[config.mk]
export PLATFORM = sky130hd
export DESIGN_NAME = egress_port
export DESIGN_NICKNAME = d
export VERILOG_FILES = /design/src/design/gsm_pkg.sv /design/src/design/egress_port.sv /design/src/design/rr_sch.sv
export VERILOG_INCLUDE_DIRS = /design/src /design/src/include
export SDC_FILE = /design/constraint.sdc
export NUM_CORES = 1
export LEC_CHECK = 0
export BUFFER_PORTS_ARGS = -buffer_cell sky130_fd_sc_hd__buf_2
export CORE_AREA = 10 10 70 72
export DETAILED_ROUTE_END_ITERATION = 8
export DIE_AREA = 0 0 80 82
export HOLD_SLACK_MARGIN = 0.15
export PLACE_DENSITY = 0.83
export SLEW_MARGIN = 20
export SYNTH_ARGS = -nofsm -noshare
export SYNTH_HDL_FRONTEND = slang
export SYNTH_HIERARCHICAL = 1
export SYNTH_SLANG_ARGS = --single-unit
[constraint.sdc]
create_clock -name i_clk_320M -period 1.05 [get_ports i_clk_320M]
set_input_delay 0.21 -clock i_clk_320M [delete_from_list [all_inputs] [get_ports i_clk_320M]]
set_output_delay 0.21 -clock i_clk_320M [all_outputs]
set_load 0.03 [all_outputs]
[src/include/gsm_params.svh]
`ifndef GSM_PARAMS_SVH
`define GSM_PARAMS_SVH

// ********************
// switch dimensions
// ********************

// number of groups sharing one cell memory each
`define GSM_NUM_TILES 2

// ingress ports feeding one tile
`define GSM_PORTS_PER_TILE 4

// total ingress ports, same count on egress
`define GSM_NUM_PORTS 8

// ********************
// datapath and memory
// ********************

// ingress and egress word width
`define GSM_DWIDTH 32

// cell slots in each tile memory
`define GSM_CELLS 16

// slot index width, log2 of the slot count
`define GSM_AWIDTH 4

`endif
[src/design/gsm_pkg.sv]
`default_nettype none

`include "gsm_params.svh"

package gsm_pkg;

	// ********************
	// cell word views
	// ********************

	// index of one slot in a tile memory
	typedef logic [`GSM_AWIDTH-1:0] slot_t;

	// header view of an ingress word
	// one mask bit per egress port, tag fills the rest
	typedef struct packed {
		logic [`GSM_NUM_PORTS-1:0]              dest_mask;
		logic [`GSM_DWIDTH-`GSM_NUM_PORTS-1:0] tag;
	} hdr_t;

	// same 32 bits, read as header or as payload
	typedef union packed {
		hdr_t                   hdr;
		logic [`GSM_DWIDTH-1:0] data;
	} cell_word_u;

	// ********************
	// port beats
	// ********************

	// one ingress beat
	// header high marks the destination beat of a cell
	typedef struct packed {
		logic       valid;
		logic       header;
		cell_word_u word;
	} ing_beat_t;

	// one egress beat
	typedef struct packed {
		logic                   valid;
		logic [`GSM_DWIDTH-1:0] data;
	} egr_beat_t;

	// all ports of the switch
	typedef ing_beat_t [`GSM_NUM_PORTS-1:0] ing_bus_t;
	typedef egr_beat_t [`GSM_NUM_PORTS-1:0] egr_bus_t;

endpackage

`default_nettype wire

[src/design/egress_port.sv]
`timescale 1ns/1ps
`default_nettype none

`include "gsm_params.svh"

module egress_port (
	input  wire                                          i_clk_320M,
	input  wire                                          i_extern_rst_n,
	input  wire [`GSM_NUM_TILES-1:0]                     i_req,
	input  wire [`GSM_NUM_TILES-1:0][`GSM_DWIDTH-1:0]    i_data,
	input  wire                                          i_stall,
	output logic [`GSM_NUM_TILES-1:0]                    o_grant,
	output gsm_pkg::egr_beat_t                           o_egress
);
	import gsm_pkg::*;

	// selected beat before the output register
	egr_beat_t              beat_d;
	logic                   valid_q;
	logic [`GSM_DWIDTH-1:0] data_q;

	// ********************
	// tile arbitration
	// ********************

	rr_sch #(
		.NUM_REQ(`GSM_NUM_TILES)
	) rr_sch_i (
		.i_clk_320M     (i_clk_320M),
		.i_extern_rst_n (i_extern_rst_n),
		.i_req          (i_req),
		.i_stall        (i_stall),
		.o_grant        (o_grant)
	);

	// head word of the granted tile
	// grant is one hot, so a plain priority pick is enough
	always_comb begin
		beat_d.valid = |o_grant;
		beat_d.data = '0;
		for (int t = 0; t < `GSM_NUM_TILES; t++) begin
			if (o_grant[t]) begin
				beat_d.data = i_data[t];
			end
		end
	end

	// ********************
	// output register
	// ********************

	always_ff @(posedge i_clk_320M or negedge i_extern_rst_n) begin
		if (!i_extern_rst_n) begin
			valid_q <= 1'b0;
		end else begin
			valid_q <= beat_d.valid;
		end
	end

	always_ff @(posedge i_clk_320M) begin
		data_q <= beat_d.data;
	end

	assign o_egress = '{valid: valid_q, data: data_q};

endmodule

`default_nettype wire

[src/design/rr_sch.sv]
`timescale 1ns/1ps
`default_nettype none

`include "gsm_params.svh"

module rr_sch #(
	parameter int NUM_REQ = `GSM_NUM_TILES
) (
	input  wire                i_clk_320M,
	input  wire                i_extern_rst_n,
	input  wire [NUM_REQ-1:0]  i_req,
	input  wire                i_stall,
	output logic [NUM_REQ-1:0] o_grant
);
	localparam int PW = (NUM_REQ > 1) ? $clog2(NUM_REQ) : 1;

	// requester with top priority this cycle
	logic [PW-1:0] ptr_q;
	logic [PW-1:0] ptr_nxt;

	// ********************
	// grant search
	// ********************

	// circular scan starting at the pointer
	// stall holds back every grant
	always_comb begin
		int   idx;
		logic found;
		o_grant = '0;
		ptr_nxt = ptr_q;
		found = 1'b0;
		idx = 0;
		if (!i_stall) begin
			for (int i = 0; i < NUM_REQ; i++) begin
				idx = (int'(ptr_q) + i) % NUM_REQ;
				if (!found && i_req[idx]) begin
					found = 1'b1;
					o_grant[idx] = 1'b1;
					// next round starts just past the winner
					ptr_nxt = (idx == NUM_REQ - 1) ? '0 : PW'(idx + 1);
				end
			end
		end
	end

	// pointer only moves on a grant
	always_ff @(posedge i_clk_320M or negedge i_extern_rst_n) begin
		if (!i_extern_rst_n) begin
			ptr_q <= '0;
		end else begin
			ptr_q <= ptr_nxt;
		end
	end

	// ********************
	// checks
	// ********************

	a_grant_onehot: assert property (@(posedge i_clk_320M) disable iff (!i_extern_rst_n)
		$onehot0(o_grant));

	a_grant_in_req: assert property (@(posedge i_clk_320M) disable iff (!i_extern_rst_n)
		(o_grant & ~i_req) == '0);

	a_no_grant_stall: assert property (@(posedge i_clk_320M) disable iff (!i_extern_rst_n)
		i_stall |-> (o_grant == '0));

endmodule

`default_nettype wire

==> metrics.md, run 1 <==
| Metric | Value |
|---|---|
| Core area | 3578 um^2 |
| Syn nets | 153 |
| Synthesized instance count | 84 |
| CP max FO | 9 |
| Final Hold Fails | 0 |
| Share of layout cells above drive strength 1 | 59.85% |
| Drt first pass iters | 4 |
| Post-route setup TNS | -10.15 ns |
| Hold Path Cell Cnt | 3 |
| Critical path endpoint category | flop |
| Setup violators final | 37 |
| WP data arrival | 1.67 ns |
| Global route overflow | 0 |
| # fillers | 217 |
| Max Clock Skew | 0.006923 ns |
| Area leader, netlist | dfxtp_1 |
| Peak Freq | 715.3 MHz |
| Skew-Pair Late Insertion Delay | 0.33 ns |
| Relative slew slack | 87.53% |
| Via/cell ratio | 4.549 |
| Port Buf Inserts | 103 |
| Min-delay src | i_stall |
| Starting density of the core | 30.94% |
| Mapped Area | 1107 um^2 |
| Antenna Nets Post-Route | 0 |
| Die ar. | 6560 um^2 |
| Diode count | 0 |
| Main synth FF type | dfxtp_1 |
| Die X | 80 um |
| Status | finished, violations left |
| Initial detailed-routing violation count | 76 |
| Setup ws final | -0.3480 ns |
| Gr usage total | 17.50% |
| Yosys cell types | 16 |
| Reg2Reg Setup Slack | -0.35 ns |
| Final HPWL from detailed placement | 3.089 mm |
| Failing checks | setup timing |
| Unrepaired setup endpoints after global routing | yes |
| Final min period | 1.398 ns |
| Post-synth top area share | 57.85% |
| Worst Setup Start Kind | flop |
| CTS root buffer | clkbuf_4 |
| VDD IR-drop max | 0.7796 mV |
| Worst-case clock buffer depth | 2 |
| Slew Limit Fails | 0 |
| Hold Crit Class | in -> reg |
| Synth warn | 6 |
| Number of synthesized flops with an enable pin | 0 |
| Lkg Pwr | 1.355 nW |
| Initial antenna violation count | 0 |
| RD Place Congestion | 0.7188 |
| Min Hold Slack | 0.1773 ns |
| CTS sink cnt | 34 |
| Post-synth top cells | 32 x dfxtp_1, 31 x a22o_1, 4 x buf_6 |
| Tcrit/Tclk final | 133.1% |
| Reg2reg end | data_q[1]$_DFF_P_ |
| Row Count | 22 |
| Vias in the first global route | 1673 |
| Most frequent cell after synthesis | dfxtp_1 |
| #FFs+latches synth | 34 |
| Total CTS buffers | 5 |
| Final WL | 5.894 mm |
| WL per Instance | 18.59 um |
| Global-route wire length before repair | 8.597 mm |
| WS Path Type | reg -> reg |
| Top cells by area, synth | dfxtp_1 58%, a22o_1 25%, dfrtp_1 4.5% |
| Worst R2R Path Depth | 6 |
| Layout area overhead | 156.6% |
| FF-to-FF Start | rr_sch_i/ptr_q$_DFFE_PN0P_ |
| Die height | 82 um |
| Power per cell area | 1152 nW/um^2 |
| Worst path required time | 1.32 ns |
| Asr flop ratio synth | 5.882% |
| Clk pin slew, worst setup/hold paths | 0.10 ns |
| Htree depth | 2 |
| Avg Inst Size Synth | 13.18 um^2 |
| Via Count | 1442 |
| # nets final | 337 |
| Actual slew at the worst max-slew pin | 0.1867 ns |
| Post-synthesis sequential area ratio | 62.37% |
| TritonCTS clock tree | done |
| I/O pins | 104 |
| Max capacitance violation total | 0 |
| Residual DRC | 0 |
| Hold EP | rr_sch_i/ptr_q$_DFFE_PN0P_ |
| Largest net degree at the start of global routing | 19 |
==> per-layer routing <==
metal,share of wire (%),vias to the layer above,wire [um],GRT usage (%)
li1,-,681,-,-
met1,33,662,1970,15.31
met2,56,83,3302,34.27
met3,8.1,16,478,6.332
met4,2.4,0,143,8.803
met5,0,-,0,0
==> worst max-delay path by stage <==
stage / slack, ns / cells past startpoint / startpoint / to
finish: -0.35 / 6 / rr_sch_i/ptr_q$_DFFE_PN0P_ / data_q[1]$_DFF_P_
global placement: -0.17 / 6 / i_req[1] / data_q[15]$_DFF_P_
CTS: -0.33 / 3 / rr_sch_i/ptr_q$_DFFE_PN0P_ / o_grant[0]
detailed placement: -0.20 / 6 / i_req[1] / data_q[28]$_DFF_P_
floorplan: -0.32 / 6 / rr_sch_i/ptr_q$_DFFE_PN0P_ / data_q[0]$_DFF_P_
global route: -0.41 / 6 / rr_sch_i/ptr_q$_DFFE_PN0P_ / data_q[4]$_DFF_P_
==> sequential cells by signal, summed over array words and instances, names as in the netlist <==
name and cells:
rr_sch_i/ptr_q 1, valid_q 1, data_q 32
==> where the power goes <==
group / switching [mW] / internal (mW)
Combinational: 0.451 / 0.610
Clock: 0.426 / 0.325
Sequential: 0.0554 / 1.41
Total: 0.933 / 2.34
==> layout make-up <==
cell class / instances / area, um^2 / share of cell area, %
Tap cell: 48 / 60.06 / 2.114
Clock inverter: 1 / 5.005 / 0.1761
Inverter: 1 / 3.754 / 0.1321
Multi-Input combinational cell: 41 / 372.9 / 13.12
Clock buffer: 7 / 55.05 / 1.937
Sequential cell: 34 / 723.2 / 25.45
Timing Repair Buffer: 185 / 1622 / 57.07
==> stage by stage <==
| stage | util (%) | cell area, um^2 | worst slack (ns) | instances | power (mW) |
|---|---|---|---|---|---|
| 3_3_place_gp | 47.48 | 1699 | -0.1740 | 234 | 2.072 |
| 3_5_place_dp | 47.48 | 1699 | -0.2048 | 234 | 2.086 |
| 6_report | 79.41 | 2841 | -0.3480 | 317 | 3.273 |
| 5_1_grt | 79.41 | 2841 | -0.4124 | 317 | 3.424 |
| 2_1_floorplan | - | 1126 | -0.3179 | 84 | 1.821 |
| 4_1_cts | 74.48 | 2665 | -0.3312 | 315 | 3.163 |
==> cell usage in the layout, fill, tap and decap left out, types with 3 or more instances in the layout <==
cell	count
buf_6	38
buf_12	3
buf_8	3
dfxtp_2	25
buf_2	68
a22o_1	31
buf_4	6
dlygate4sd3_1	65
dfxtp_1	7
clkbuf_4	5
==> cells by family after synthesis <==
group | after synthesis | synth area share (%)
AOI/OAI and AO/OA | 34 | 26.44
buffers and inverters | 9 | 6.440
DFF | 34 | 62.37
muxes | 1 | 0.9040
and+or+nand+nor | 6 | 3.843
==> timing repair <==
item,4_1_cts,5_1_grt
hold buffers,65,0
endpoints found under the setup margin,67,66
gates resized for setup,54,57
pin swaps,2,1
endpoints found under the hold margin,34,0
gates cloned,3,1
buffers inserted,5,2
==> worst max-delay path, stage by stage (launching register included) <==
cell     delay, ns
dfrtp_2       0.45
a21oi_4       0.15
buf_4         0.13
nor2b_4       0.21
buf_12        0.14
buf_12        0.11
a22o_1        0.14
Note: power is estimated with default switching activity, not from simulation.
==> inputs of run 2 (changes only) <==
--- a/config.mk
+++ b/config.mk
@@ -11,8 +11,8 @@
 export DETAILED_ROUTE_END_ITERATION = 8
 export DIE_AREA = 0 0 80 82
 export HOLD_SLACK_MARGIN = 0.15
-export PLACE_DENSITY = 0.83
-export SLEW_MARGIN = 20
+export PLACE_DENSITY = 0.73
+export SLEW_MARGIN = 5
 export SYNTH_ARGS = -nofsm -noshare
 export SYNTH_HDL_FRONTEND = slang
 export SYNTH_HIERARCHICAL = 1
==> metrics.md, run 2 (synthesized netlist as in run 1, its figures left out) <==
| Metric | Value |
|---|---|
| Final Hold Fails | 0 (unchanged) |
| WS Path Type | reg -> out (was reg -> reg) |
| Max capacitance violation total | 0 (unchanged) |
| I/O pins | 104 (unchanged) |
| Buf+Inv Stages, Crit Path | 2 (was 3) |
| Starting density of the core | 30.94% (unchanged) |
| # nets final | 334 (was 337) |
| Total CTS buffers | 5 (unchanged) |
| Die ar. | 6560 um^2 (unchanged) |
| Final Power | 3.249 mW (was 3.273 mW) |
| Residual DRC | 0 (unchanged) |
| Lkg Pwr | 1.318 nW (was 1.355 nW) |
| Most used cell, CP | buf_6 (was buf_12) |
| Critical path endpoint category | primary output (was flop) |
| WP data arrival | 1.17 ns (was 1.67 ns) |
| Worst path top cell family by delay | flip-flops (unchanged) |
| Share of layout cells above drive strength 1 | 56.39% (was 59.85%) |
| CTS root buffer | clkbuf_4 (unchanged) |
| Skew-Pair Late Insertion Delay | 0.33 ns (about the same) |
| Failing checks | setup timing (unchanged) |
| RD Place Congestion | 0.7020 (was 0.7188) |
| Layout area overhead | 148.4% (was 156.6%) |
| Initial detailed-routing violation count | 45 (was 76) |
| Setup violators final | 36 (was 37) |
| CP max FO | 3 (was 9) |
| Setup ws final | -0.3289 ns (was -0.3480 ns) |
| Tcrit/Tclk final | 131.3% (was 133.1%) |
| Most frequent cells in the layout | 68 x buf_2, 65 x dlygate4sd3_1, 33 x buf_6, 31 x a22o_1, 18 x dfxtp_2 (was 68 x buf_2, 65 x dlygate4sd3_1, 38 x buf_6, 31 x a22o_1, 25 x dfxtp_2) |
| Worst-case clock buffer depth | 2 (unchanged) |
| Port Buf Inserts | 103 (unchanged) |
| Via Count | 1402 (was 1442) |
| Status | finished, violations left (unchanged) |
| Power per cell area | 1181 nW/um^2 (was 1152 nW/um^2) |
| Hold Crit Class | in -> async (was in -> reg) |
| Relative slew slack | 83.18% (was 87.53%) |
| Slew Limit Fails | 0 (unchanged) |
| TritonCTS clock tree | done (unchanged) |
| DP Area | 1712 um^2 (was 1699 um^2) |
| Via/cell ratio | 4.451 (was 4.549) |
| # fillers | 227 (was 217) |
| Final min period | 1.379 ns (was 1.398 ns) |
| Gr usage total | 17.20% (was 17.50%) |
| Global-route wire length before repair | 8.562 mm (was 8.597 mm) |
| Worst Setup Start Kind | flop (unchanged) |
| Antenna Nets Post-Route | 0 (unchanged) |
| CP cell instances | a21oi_4, buf_6, buf_6 (was a21oi_4, buf_4, nor2b_4, buf_12, buf_12, a22o_1) |
| Post-route cell area | 2750 um^2 (was 2841 um^2) |
| Final core occ | 76.85% (was 79.41%) |
| Clk pin slew, worst setup/hold paths | 0.11 ns (was 0.10 ns) |
| Critical Path Slowest Stage Cell | dfrtp_1 (was dfrtp_2) |
| Dpl ws | -0.2291 ns (was -0.2048 ns) |
| Die height | 82 um (unchanged) |
| Most flop-heavy register | data_q (unchanged) |
| Actual slew at the worst max-slew pin | 0.2517 ns (was 0.1867 ns) |
| Core area | 3578 um^2 (unchanged) |
| Die X | 80 um (unchanged) |
| Largest regs | data_q (32), rr_sch_i/ptr_q (1), valid_q (1) (unchanged) |
| Commonest non-fill, non-tap cell in the layout | buf_2 (unchanged) |
| Row Count | 22 (unchanged) |
| Final WL | 5.875 mm (was 5.894 mm) |
| Initial antenna violation count | 1 (was 0) |
| WL per Instance | 18.65 um (was 18.59 um) |
| Peak Freq | 725.2 MHz (was 715.3 MHz) |
| Unrepaired setup endpoints after global routing | yes (unchanged) |
| Max Clock Skew | 0.008938 ns (was 0.006923 ns) |
| Slowest Stage Delay on Critical Path | 0.44 ns (was 0.45 ns) |
| Global route overflow | 0 (unchanged) |
| CTS sink cnt | 34 (unchanged) |
| VDD IR-drop max | 0.7568 mV (was 0.7796 mV) |
| Largest net degree at the start of global routing | 19 (unchanged) |
| Final HPWL from detailed placement | 3.059 mm (was 3.089 mm) |
| Htree depth | 2 (unchanged) |
| Drt first pass iters | 4 (unchanged) |
| Worst path required time | 0.84 ns (was 1.32 ns) |
| Max reg flops | 32 (unchanged) |
| Vias in the first global route | 1637 (was 1673) |
## run 2: cell types whose count changed in the layout (fill, tap and decap cells not counted), moves of 3 or more
cell,delta
dfxtp_1,+7
dfxtp_2,-7
buf_4,+6
buf_6,-5
buf_8,-3
## run 2: final cells by class
| type | instances | area, um^2 | area share [%] |
|---|---|---|---|
| repair buffers | 182 | 1538 | 55.91 |
| flip-flops and latches | 34 | 713.2 | 25.93 |
| multi-input cells | 41 | 369.1 | 13.42 |
| well taps | 48 | 60.06 | 2.184 |
| clock buffers | 6 | 51.30 | 1.865 |
| clock inverters | 2 | 12.51 | 0.4550 |
| inverters | 1 | 3.754 | 0.1365 |
| diodes | 1 | 2.502 | 0.09099 |
## run 2: final timing paths
| check | from | endpoint | slack [ns] | depth (start not counted) |
|---|---|---|---|---|
| worst max-delay path | rr_sch_i/ptr_q$_DFFE_PN0P_ | o_grant[0] | -0.33 | 3 |
| worst min register to register | rr_sch_i/ptr_q$_DFFE_PN0P_ | rr_sch_i/ptr_q$_DFFE_PN0P_ | 0.68 | 2 |
| worst min-delay path | i_extern_rst_n | rr_sch_i/ptr_q$_DFFE_PN0P_ | 0.18 | 2 |
| worst max register to register | rr_sch_i/ptr_q$_DFFE_PN0P_ | data_q[8]$_DFF_P_ | -0.31 | 5 |
| max in group asynchronous | i_extern_rst_n | valid_q$_DFF_PN0_ | 0.78 | 2 |
| min in group i_clk_320M | i_stall | rr_sch_i/ptr_q$_DFFE_PN0P_ | 0.19 | 3 |
## run 2: what timing repair did
| item | 4_1_cts | 5_1_grt |
|---|---|---|
| pin swaps | 1 | 3 |
| resized for setup | 50 | 41 |
| endpoints found under the hold margin | 34 | 0 |
| gates cloned | 1 | 2 |
| hold buffers | 65 | 0 |
| setup endpoints to repair | 67 | 61 |
| setup buffers | 4 | 1 |
## run 2: metal layers
layer / vias up / wire length (um) / global-route usage [%]
met5: - / 0 / 0
met4: 0 / 125 / 6.338
met3: 13 / 627 / 9.061
met2: 78 / 3249 / 32.99
met1: 639 / 1872 / 14.77
li1: 672 / - / -
## run 2: per-stage QoR
step,hold WS [ns],std cells,TNS [ns]
2_1_floorplan,-0.08559,84,-10.04
3_3_place_gp,-0.003653,234,-4.631
3_5_place_dp,-0.002031,234,-6.487
4_1_cts,0.1630,312,-8.893
5_1_grt,0.1774,315,-11.65
6_report,0.1797,315,-9.546
## run 2: power breakdown
group	internal [mW]	total, mW	switching, mW
logic	0.574	1.02	0.447
registers	1.40	1.45	0.0491
clock network	0.322	0.778	0.456
total	2.30	3.25	0.952
